### config.mk
export PLATFORM = sky130hd
export DESIGN_NAME = ep_mem_access
export DESIGN_NICKNAME = d
export VERILOG_FILES = /design/src/rtl/ep_mem_pkg.sv /design/src/rtl/ep_regmap_pkg.sv /design/src/rtl/reg_bus_if.sv /design/src/rtl/mem_rmw_ctrl.sv /design/src/rtl/ep_ctrl_regs.sv /design/src/rtl/ep_mem_access.sv
export SDC_FILE = /design/constraint.sdc
export NUM_CORES = 1
export LEC_CHECK = 0
export ABC_CLOCK_PERIOD_IN_PS = 3550
export BUFFER_PORTS_ARGS = -buffer_cell sky130_fd_sc_hd__buf_2
export CORE_MARGIN = 2
export CORE_UTILIZATION = 35
export DETAILED_ROUTE_END_ITERATION = 8
export SYNTH_ARGS = -nofsm -noshare
export SYNTH_HDL_FRONTEND = slang
export SYNTH_HIERARCHICAL = 1
export SYNTH_SLANG_ARGS = --single-unit
### constraint.sdc
create_clock -name clk -period 3.55 [get_ports clk]
set_input_delay 0.355 -clock clk [delete_from_list [all_inputs] [get_ports clk]]
set_output_delay 0.355 -clock clk [all_outputs]
set_load 0.005 [all_outputs]
### src/rtl/ep_mem_pkg.sv
//-----------------------------
// Endpoint memory access types
// Word, lane and enable widths plus
// the write controller state encoding
//-----------------------------

package ep_mem_pkg;

    // Data words and lanes
    typedef logic [31:0] dword_t;     // Register or payload word
    typedef logic [7:0]  byte_t;      // One byte lane
    typedef logic [3:0]  be_t;        // One enable per lane

    // Register index space
    typedef logic [6:0]  reg_addr_t;  // Dword index

    localparam int NUM_LANES = 4;     // Lanes per dword

    //-----------------------------
    // Read-modify-write sequencing
    //-----------------------------
    typedef enum logic [1:0] {
        IDLE  = 2'd0,                 // Waiting for a write strobe
        READ  = 2'd1,                 // Capture old word
        WRITE = 2'd2                  // Commit merged word
    } wr_state_t;

endpackage

### src/rtl/ep_regmap_pkg.sv
//-----------------------------
// Endpoint control register map
// Dword indices and field positions
//-----------------------------

package ep_regmap_pkg;

    import ep_mem_pkg::*;

    // Writable control words
    localparam reg_addr_t REG_CTRL       = 7'd0;   // Initiator reset
    localparam reg_addr_t REG_DMA_CMD    = 7'd1;   // DMA start and done
    localparam reg_addr_t REG_MWR_ADDR   = 7'd2;
    localparam reg_addr_t REG_MWR_COUNT  = 7'd3;
    localparam reg_addr_t REG_MWR_DATA   = 7'd4;
    localparam reg_addr_t REG_ACQ_TIME   = 7'd5;
    localparam reg_addr_t REG_ACQ_COUNT  = 7'd6;
    localparam reg_addr_t REG_ACQ_PARAM0 = 7'd7;
    localparam reg_addr_t REG_ACQ_PARAM1 = 7'd8;
    localparam reg_addr_t REG_ACQ_CTRL   = 7'd9;   // Stop mode and triggers

    // Status words, read only
    localparam reg_addr_t REG_LIST_CNT   = 7'd10;
    localparam reg_addr_t REG_LINK_STAT  = 7'd11;

    //-----------------------------
    // Field positions
    //-----------------------------
    localparam int INIT_RST_BIT  = 0;  // In REG_CTRL
    localparam int DMA_START_BIT = 0;  // In REG_DMA_CMD
    localparam int DMA_DONE_BIT  = 8;  // Read-only flag in REG_DMA_CMD
    localparam int ACQ_START_BIT = 4;  // Trigger that reads as zero
    localparam int ACQ_STOP_BIT  = 5;
    localparam int ACQ_INIT_BIT  = 6;
    localparam int LINK_ON_BIT   = 0;  // In REG_LINK_STAT

    typedef logic [1:0] stop_mode_t;   // REG_ACQ_CTRL bits 1:0

endpackage

### src/rtl/reg_bus_if.sv
//-----------------------------
// Internal register bus
// Carries index, write strobe and words
// in storage order between the access
// controller and the register file
//-----------------------------

`timescale 1ns/1ps

interface reg_bus_if import ep_mem_pkg::*; ();

    reg_addr_t addr;     // Register index
    logic      wr_en;    // Word written at rising edge
    dword_t    wr_data;  // Storage order with byte 0 lowest
    dword_t    rd_data;  // Combinational from addr

    modport ctrl (
        output addr,
        output wr_en,
        output wr_data,
        input  rd_data
    );

    modport regs (
        input  addr,
        input  wr_en,
        input  wr_data,
        output rd_data
    );

endinterface

### src/rtl/mem_rmw_ctrl.sv
//-----------------------------
// Byte-lane read-modify-write controller
// Latches a write, reads the old word, merges
// enabled payload bytes and commits. Reads are
// returned in payload order with lane masking
//-----------------------------

`timescale 1ns/1ps

module mem_rmw_ctrl import ep_mem_pkg::*; (
    input  logic      clk,
    input  logic      rst_n,
    input  reg_addr_t addr_i,
    input  be_t       rd_be_i,
    input  be_t       wr_be_i,
    input  dword_t    wr_data_i,
    input  logic      wr_en_i,
    output dword_t    rd_data_o,
    output logic      wr_busy_o,
    reg_bus_if.ctrl   bus
);

    wr_state_t state;

    reg_addr_t addr_q;    // Latched at issue edge
    dword_t    wdata_q;   // Payload order
    be_t       wbe_q;
    dword_t    old_q;     // Storage order
    dword_t    merged;

    //-----------------------------
    // Write sequencing
    //-----------------------------
    always_ff @(posedge clk) begin
        if (!rst_n) begin
            state <= IDLE;
        end else begin
            case (state)
                IDLE: begin
                    if (wr_en_i) begin
                        state <= READ;
                    end
                end
                READ:    state <= WRITE;
                WRITE:   state <= IDLE;
                default: state <= IDLE;
            endcase
        end
    end

    // Request and old word
    always_ff @(posedge clk) begin
        if (state == IDLE && wr_en_i) begin
            addr_q  <= addr_i;
            wdata_q <= wr_data_i;
            wbe_q   <= wr_be_i;
        end
        if (state == READ) begin
            old_q <= bus.rd_data;           // Word at latched index
        end
    end

    // Payload byte 0 sits in bits 31:24
    always_comb begin
        byte_t new_b;
        byte_t old_b;
        merged = '0;
        for (int i = 0; i < NUM_LANES; i++) begin
            new_b = wdata_q[8*(NUM_LANES-1-i) +: 8];
            old_b = old_q[8*i +: 8];
            merged[8*i +: 8] = wbe_q[i] ? new_b : old_b;
        end
    end

    assign bus.addr    = (state == IDLE) ? addr_i : addr_q;
    assign bus.wr_en   = (state == WRITE);
    assign bus.wr_data = merged;

    assign wr_busy_o = wr_en_i | (state != IDLE);  // Covers commit cycle

    //-----------------------------
    // Read path
    //-----------------------------
    always_comb begin
        byte_t lane_b;
        rd_data_o = '0;
        for (int i = 0; i < NUM_LANES; i++) begin
            lane_b = rd_be_i[i] ? bus.rd_data[8*i +: 8] : 8'h00;
            rd_data_o[8*(NUM_LANES-1-i) +: 8] = lane_b;  // Back to payload order
        end
    end

    // A commit goes to the index requested two edges earlier
    a_commit_request: assert property (
        @(posedge clk) disable iff (!rst_n)
        bus.wr_en |-> $past(wr_en_i, 2) && (bus.addr == $past(addr_i, 2))
    );

    // Enabled payload byte 0 lands in storage lane 0
    a_commit_lane0: assert property (
        @(posedge clk) disable iff (!rst_n)
        (bus.wr_en && $past(wr_be_i[0], 2)) |-> (bus.wr_data[7:0] == $past(wr_data_i[31:24], 2))
    );

endmodule

### src/rtl/ep_ctrl_regs.sv
//-----------------------------
// DMA and acquisition control registers
// Decodes bus writes, drives control levels,
// acquisition pulses and the DMA done flag
//-----------------------------

`timescale 1ns/1ps

module ep_ctrl_regs import ep_mem_pkg::*, ep_regmap_pkg::*; (
    input  logic       clk,
    input  logic       rst_n,
    reg_bus_if.regs    bus,
    input  logic       mwr_done_i,
    input  logic       link_on_i,
    input  dword_t     listdata_cnt_i,
    output logic       init_rst_o,
    output logic       mwr_start_o,
    output dword_t     mwr_addr_o,
    output dword_t     mwr_count_o,
    output dword_t     mwr_data_o,
    output dword_t     acq_time_o,
    output dword_t     acq_count_o,
    output dword_t     acq_param_dw0_o,
    output dword_t     acq_param_dw1_o,
    output stop_mode_t stop_mode_o,
    output logic       acq_start_o,
    output logic       acq_stop_o,
    output logic       acq_init_o
);

    logic       mwr_done_q;      // Latched until next start
    logic [2:0] acq_pulse_q;     // Init, stop, start
    logic       cmd_wr;
    logic       acq_wr;

    assign cmd_wr = bus.wr_en && (bus.addr == REG_DMA_CMD);
    assign acq_wr = bus.wr_en && (bus.addr == REG_ACQ_CTRL);

    //-----------------------------
    // Word registers
    //-----------------------------
    always_ff @(posedge clk) begin
        if (!rst_n) begin
            init_rst_o      <= 1'b0;
            mwr_addr_o      <= '0;
            mwr_count_o     <= '0;
            mwr_data_o      <= '0;
            acq_time_o      <= '0;
            acq_count_o     <= '0;
            acq_param_dw0_o <= '0;
            acq_param_dw1_o <= '0;
            stop_mode_o     <= '0;
        end else if (bus.wr_en) begin
            case (bus.addr)
                REG_CTRL:       init_rst_o      <= bus.wr_data[INIT_RST_BIT];
                REG_MWR_ADDR:   mwr_addr_o      <= bus.wr_data;
                REG_MWR_COUNT:  mwr_count_o     <= bus.wr_data;
                REG_MWR_DATA:   mwr_data_o      <= bus.wr_data;
                REG_ACQ_TIME:   acq_time_o      <= bus.wr_data;
                REG_ACQ_COUNT:  acq_count_o     <= bus.wr_data;
                REG_ACQ_PARAM0: acq_param_dw0_o <= bus.wr_data;
                REG_ACQ_PARAM1: acq_param_dw1_o <= bus.wr_data;
                REG_ACQ_CTRL:   stop_mode_o     <= stop_mode_t'(bus.wr_data[1:0]);
                default: ;                                   // Read only or unmapped
            endcase
        end
    end

    // A commit beats mwr_done_i
    always_ff @(posedge clk) begin
        if (!rst_n) begin
            mwr_start_o <= 1'b0;
            mwr_done_q  <= 1'b0;
        end else if (cmd_wr) begin
            mwr_start_o <= bus.wr_data[DMA_START_BIT];
            if (bus.wr_data[DMA_START_BIT]) begin
                mwr_done_q <= 1'b0;
            end
        end else if (mwr_done_i) begin
            mwr_start_o <= 1'b0;
            mwr_done_q  <= 1'b1;
        end
    end

    // Trigger bits only reach here with lane 0 enabled
    always_ff @(posedge clk) begin
        if (!rst_n) begin
            acq_pulse_q <= '0;
        end else begin
            acq_pulse_q[0] <= acq_wr && bus.wr_data[ACQ_START_BIT];
            acq_pulse_q[1] <= acq_wr && bus.wr_data[ACQ_STOP_BIT];
            acq_pulse_q[2] <= acq_wr && bus.wr_data[ACQ_INIT_BIT];
        end
    end

    assign acq_start_o = acq_pulse_q[0];
    assign acq_stop_o  = acq_pulse_q[1];
    assign acq_init_o  = acq_pulse_q[2];

    //-----------------------------
    // Read-back, storage order
    //-----------------------------
    always_comb begin
        bus.rd_data = '0;
        case (bus.addr)
            REG_CTRL:       bus.rd_data[INIT_RST_BIT] = init_rst_o;
            REG_DMA_CMD: begin
                bus.rd_data[DMA_START_BIT] = mwr_start_o;
                bus.rd_data[DMA_DONE_BIT]  = mwr_done_q;
            end
            REG_MWR_ADDR:   bus.rd_data = mwr_addr_o;
            REG_MWR_COUNT:  bus.rd_data = mwr_count_o;
            REG_MWR_DATA:   bus.rd_data = mwr_data_o;
            REG_ACQ_TIME:   bus.rd_data = acq_time_o;
            REG_ACQ_COUNT:  bus.rd_data = acq_count_o;
            REG_ACQ_PARAM0: bus.rd_data = acq_param_dw0_o;
            REG_ACQ_PARAM1: bus.rd_data = acq_param_dw1_o;
            REG_ACQ_CTRL:   bus.rd_data[1:0] = stop_mode_o;  // Triggers read zero
            REG_LIST_CNT:   bus.rd_data = listdata_cnt_i;
            REG_LINK_STAT:  bus.rd_data[LINK_ON_BIT] = link_on_i;
            default: ;
        endcase
    end

    // Commits are at least three cycles apart, so pulses never stretch
    a_pulse_single: assert property (
        @(posedge clk) disable iff (!rst_n)
        (acq_pulse_q != 3'b000) |=> (acq_pulse_q == 3'b000)
    );

endmodule

### src/rtl/ep_mem_access.sv
//-----------------------------
// Endpoint memory access top level
// Byte-lane write controller in front of
// the DMA and acquisition register file
//-----------------------------

`timescale 1ns/1ps

module ep_mem_access import ep_mem_pkg::*, ep_regmap_pkg::*; (
    input  logic       clk,
    input  logic       rst_n,
    // Register access
    input  reg_addr_t  addr_i,
    input  be_t        rd_be_i,
    input  be_t        wr_be_i,
    input  dword_t     wr_data_i,
    input  logic       wr_en_i,
    output dword_t     rd_data_o,
    output logic       wr_busy_o,
    // Status inputs
    input  logic       mwr_done_i,
    input  logic       link_on_i,
    input  dword_t     listdata_cnt_i,
    // Control outputs
    output logic       init_rst_o,
    output logic       mwr_start_o,
    output dword_t     mwr_addr_o,
    output dword_t     mwr_count_o,
    output dword_t     mwr_data_o,
    output dword_t     acq_time_o,
    output dword_t     acq_count_o,
    output dword_t     acq_param_dw0_o,
    output dword_t     acq_param_dw1_o,
    output stop_mode_t stop_mode_o,
    output logic       acq_start_o,
    output logic       acq_stop_o,
    output logic       acq_init_o
);

    reg_bus_if bus_if ();

    mem_rmw_ctrl u_rmw_ctrl (
        .clk       (clk),
        .rst_n     (rst_n),
        .addr_i    (addr_i),
        .rd_be_i   (rd_be_i),
        .wr_be_i   (wr_be_i),
        .wr_data_i (wr_data_i),
        .wr_en_i   (wr_en_i),
        .rd_data_o (rd_data_o),
        .wr_busy_o (wr_busy_o),
        .bus       (bus_if.ctrl)
    );

    ep_ctrl_regs u_ctrl_regs (
        .clk             (clk),
        .rst_n           (rst_n),
        .bus             (bus_if.regs),
        .mwr_done_i      (mwr_done_i),
        .link_on_i       (link_on_i),
        .listdata_cnt_i  (listdata_cnt_i),
        .init_rst_o      (init_rst_o),
        .mwr_start_o     (mwr_start_o),
        .mwr_addr_o      (mwr_addr_o),
        .mwr_count_o     (mwr_count_o),
        .mwr_data_o      (mwr_data_o),
        .acq_time_o      (acq_time_o),
        .acq_count_o     (acq_count_o),
        .acq_param_dw0_o (acq_param_dw0_o),
        .acq_param_dw1_o (acq_param_dw1_o),
        .stop_mode_o     (stop_mode_o),
        .acq_start_o     (acq_start_o),
        .acq_stop_o      (acq_stop_o),
        .acq_init_o      (acq_init_o)
    );

endmodule

==> results.txt <==
Hold Path Stages = 1
Number of global-route vias before repair = 12386
Reg clk slew, reported paths = 0.06 ns
Most frequent cells in the layout = nand2_1, buf_2, dfxtp_1
# nets final = 1945
MaxCap Viol Count = 0
Initial DRC count = 1190
First-pass GRT wire length = 84000 um
Fin. max-slew vios = 0
CP arrival = 3.15 ns
Die Y = 203 um
WHS = 0.00935 ns
Post-synth EDFFs = 75
Share of cells above drive strength 1 = 32.8%
Worst-margin pin slew = 0.810 ns
Total global-route track usage = 27.7%
Core Rows = 73
Leakage power = 7.29 nW
Clock sinks = 309
CTS root buffer = clkbuf_16
Core area = 39500 um2
Final wirelength = 59600 um
Place WS = 0.222 ns
Cells after Synth = 1468
DRT Pass-1 Iters = 5
Syn avg cell area = 9.47 um2
Post-synth net total = 1552
Pwr dens = 444 nW/um2
H-tree Lvls = 2
Seq/Total Area, Yosys = 49.9%
Largest net degree at the start of global routing = 111
Synth Register Bits = 309
IO Pins = 348
Final ANT Viol Nets = 0
Status = finished clean
CTS tree = built
Met2 wire length = 27100 um
Global route overflow = 0
Post-synth top flop = dfxtp_1
CTS max path bufs = 3
Via Count = 13133
Final setup fails = 0
Initial antenna violation count = 3
Most common cell after layout, fill and taps aside = nand2_1
Async SR Flop Fraction = 0%
Final worst slack = 0.0415 ns
Clock period minus worst slack = 3.51 ns
Die width = 203 um
Post-route clock skew = 0.0158 ns
Tot Pwr = 8.14 mW
Number of library cell types mapped by synthesis = 53
Final period util = 98.8%
Reg2reg path depth = 9
CP max FO = 15
Port Buffers = 347
Post-DP HPWL = 41800 um
Crit path required time = 3.19 ns
Setup TNS = 0 ns
Achievable Freq = 285 MHz
CP Class = register to output port
Worst setup EP type = output port
RSZ-0062 raised after global routing = true
Starting density of the core = 35.2%
Met3 WL = 5000 um
Synthesized area = 13900 um2
Drt wl/cell = 24.7 um
Final core utilization = 46.4%
Die area = 41300 um2
Worst hold path class = input pin to register
Area growth syn-to-layout = 31.7%
Clk Latency, worst-skew pair = 0.54 ns
Final Hold Vio Count = 0
Final GP Congestion = 0.875
Worst VDD drop = 0.311 mV
DR vias/cell = 5.44
DRC = 0
Yosys Warn Count = 6
DRT met1 WL = 25200 um
CTS buffer count = 36
Crit start category = register
Max transition margin = 46.0%
Top sig layer = met4
[power by group]
| part | internal, mW | switching [mW] | leakage [nW] |
|---|---|---|---|
| registers | 3.66 | 0.0288 | 2.58 |
| logic | 0.293 | 0.464 | 4.14 |
| clock network | 2.19 | 1.50 | 0.566 |
| total | 6.15 | 1.99 | 7.29 |
[area by class of cell]
| class | instances | area (um2) |
|---|---|---|
| Antenna cell | 3 | 7.51 |
| Clock buffer | 54 | 1050 |
| Sequential cell | 309 | 6940 |
| Multi-Input combinational cell | 1046 | 6710 |
| Tap cell | 525 | 657 |
| Timing Repair Buffer | 467 | 2840 |
| Inverter | 1 | 7.51 |
| Clock inverter | 9 | 101 |
| Fill cell | 3787 | 21100 |
[worst paths after layout]
path / from / end / slack, ns
setup / recovery: u_rmw_ctrl/state[0] / rd_data_o[16] / 0.04
hold / removal: wr_data_i[28] / u_rmw_ctrl/wdata_q[28] / 0.009
hold reg to reg: u_ctrl_regs/acq_param_dw1_o[6] / u_ctrl_regs/acq_param_dw1_o[6] / 0.46
setup reg to reg: u_rmw_ctrl/state[0] / u_ctrl_regs/acq_param_dw1_o[2] / 0.40
[synthesized netlist by cell type (all sizes together) (12+ instances only)]
master   instances  share of area, %
o2bb2ai         12              0.76
buf             60               2.4
a22oi           37               2.0
nand3           19              0.68
edfxtp          75                16
mux2i           41               3.0
dfxtp          234                34
a21boi         225                12
mux4            12               1.9
clkbuf          55               1.5
nand2          474                13
and2            40               1.8
nor3            16              0.99
nor2            15              0.48
mux2            53               4.3
nor2b           12              0.54
[stage by stage]
step | std cells | area [um2]
floorplan | 1468 | 13900
global placement | 2302 | 16500
detailed placement | 2302 | 16500
CTS | 2401 | 18100
global route | 2413 | 18300
finish | 2414 | 18300
[per-layer routing]
metal	GRT usage, %	vias up
met2	43.5	666
li1	-	5908
met4	11.9	0
met3	5.70	111
met1	37.0	6448
met5	0	-
[registers in the layout, summed over array words and instances, names as in the netlist]
| register | flops |
|---|---|
| u_ctrl_regs/acq_count_o | 32 |
| u_ctrl_regs/mwr_count_o | 32 |
| u_ctrl_regs/acq_pulse_q | 3 |
| u_ctrl_regs/acq_time_o | 32 |
| u_ctrl_regs/acq_param_dw0_o | 32 |
| u_ctrl_regs/acq_param_dw1_o | 32 |
| u_ctrl_regs/mwr_addr_o | 32 |
| u_ctrl_regs/stop_mode_o | 2 |
| u_ctrl_regs/mwr_done_q | 1 |
| u_rmw_ctrl/wbe_q | 4 |
| u_ctrl_regs/mwr_start_o | 1 |
| u_ctrl_regs/init_rst_o | 1 |
| u_rmw_ctrl/addr_q | 7 |
| u_ctrl_regs/mwr_data_o | 32 |
| u_rmw_ctrl/state | 2 |
| u_rmw_ctrl/old_q | 32 |
| u_rmw_ctrl/wdata_q | 32 |
[critical path, stage by stage (launching register included)]
cell,delay [ns]
dfxtp_2,0.34
nor2_4,0.28
buf_4,0.21
mux2_4,0.41
buf_12,0.21
mux2_2,0.30
a22oi_2,0.19
nor2_1,0.08
a211o_1,0.30
and2_1,0.16
buf_2,0.14
[timing repair]
| item | in CTS | in global routing |
|---|---|---|
| cloned | 3 | 1 |
| hold buffers | 27 | 1 |
| endpoints found under the setup margin | 32 | 31 |
| hold endpoints to repair | 27 | 1 |
| gates resized for setup | 18 | 37 |
| pin swaps | 3 | 7 |
| buffers inserted | 6 | 8 |
[cells by family after synthesis]
kind of cell,after synthesis,synth area share [%]
AND/OR/NAND/NOR,605,18.8
AO/OA/AOI/OAI,332,18.2
flip-flops,309,49.9
buffers and inverters,116,3.88
multiplexers,106,9.19
Power figures use the tool's default switching activity.
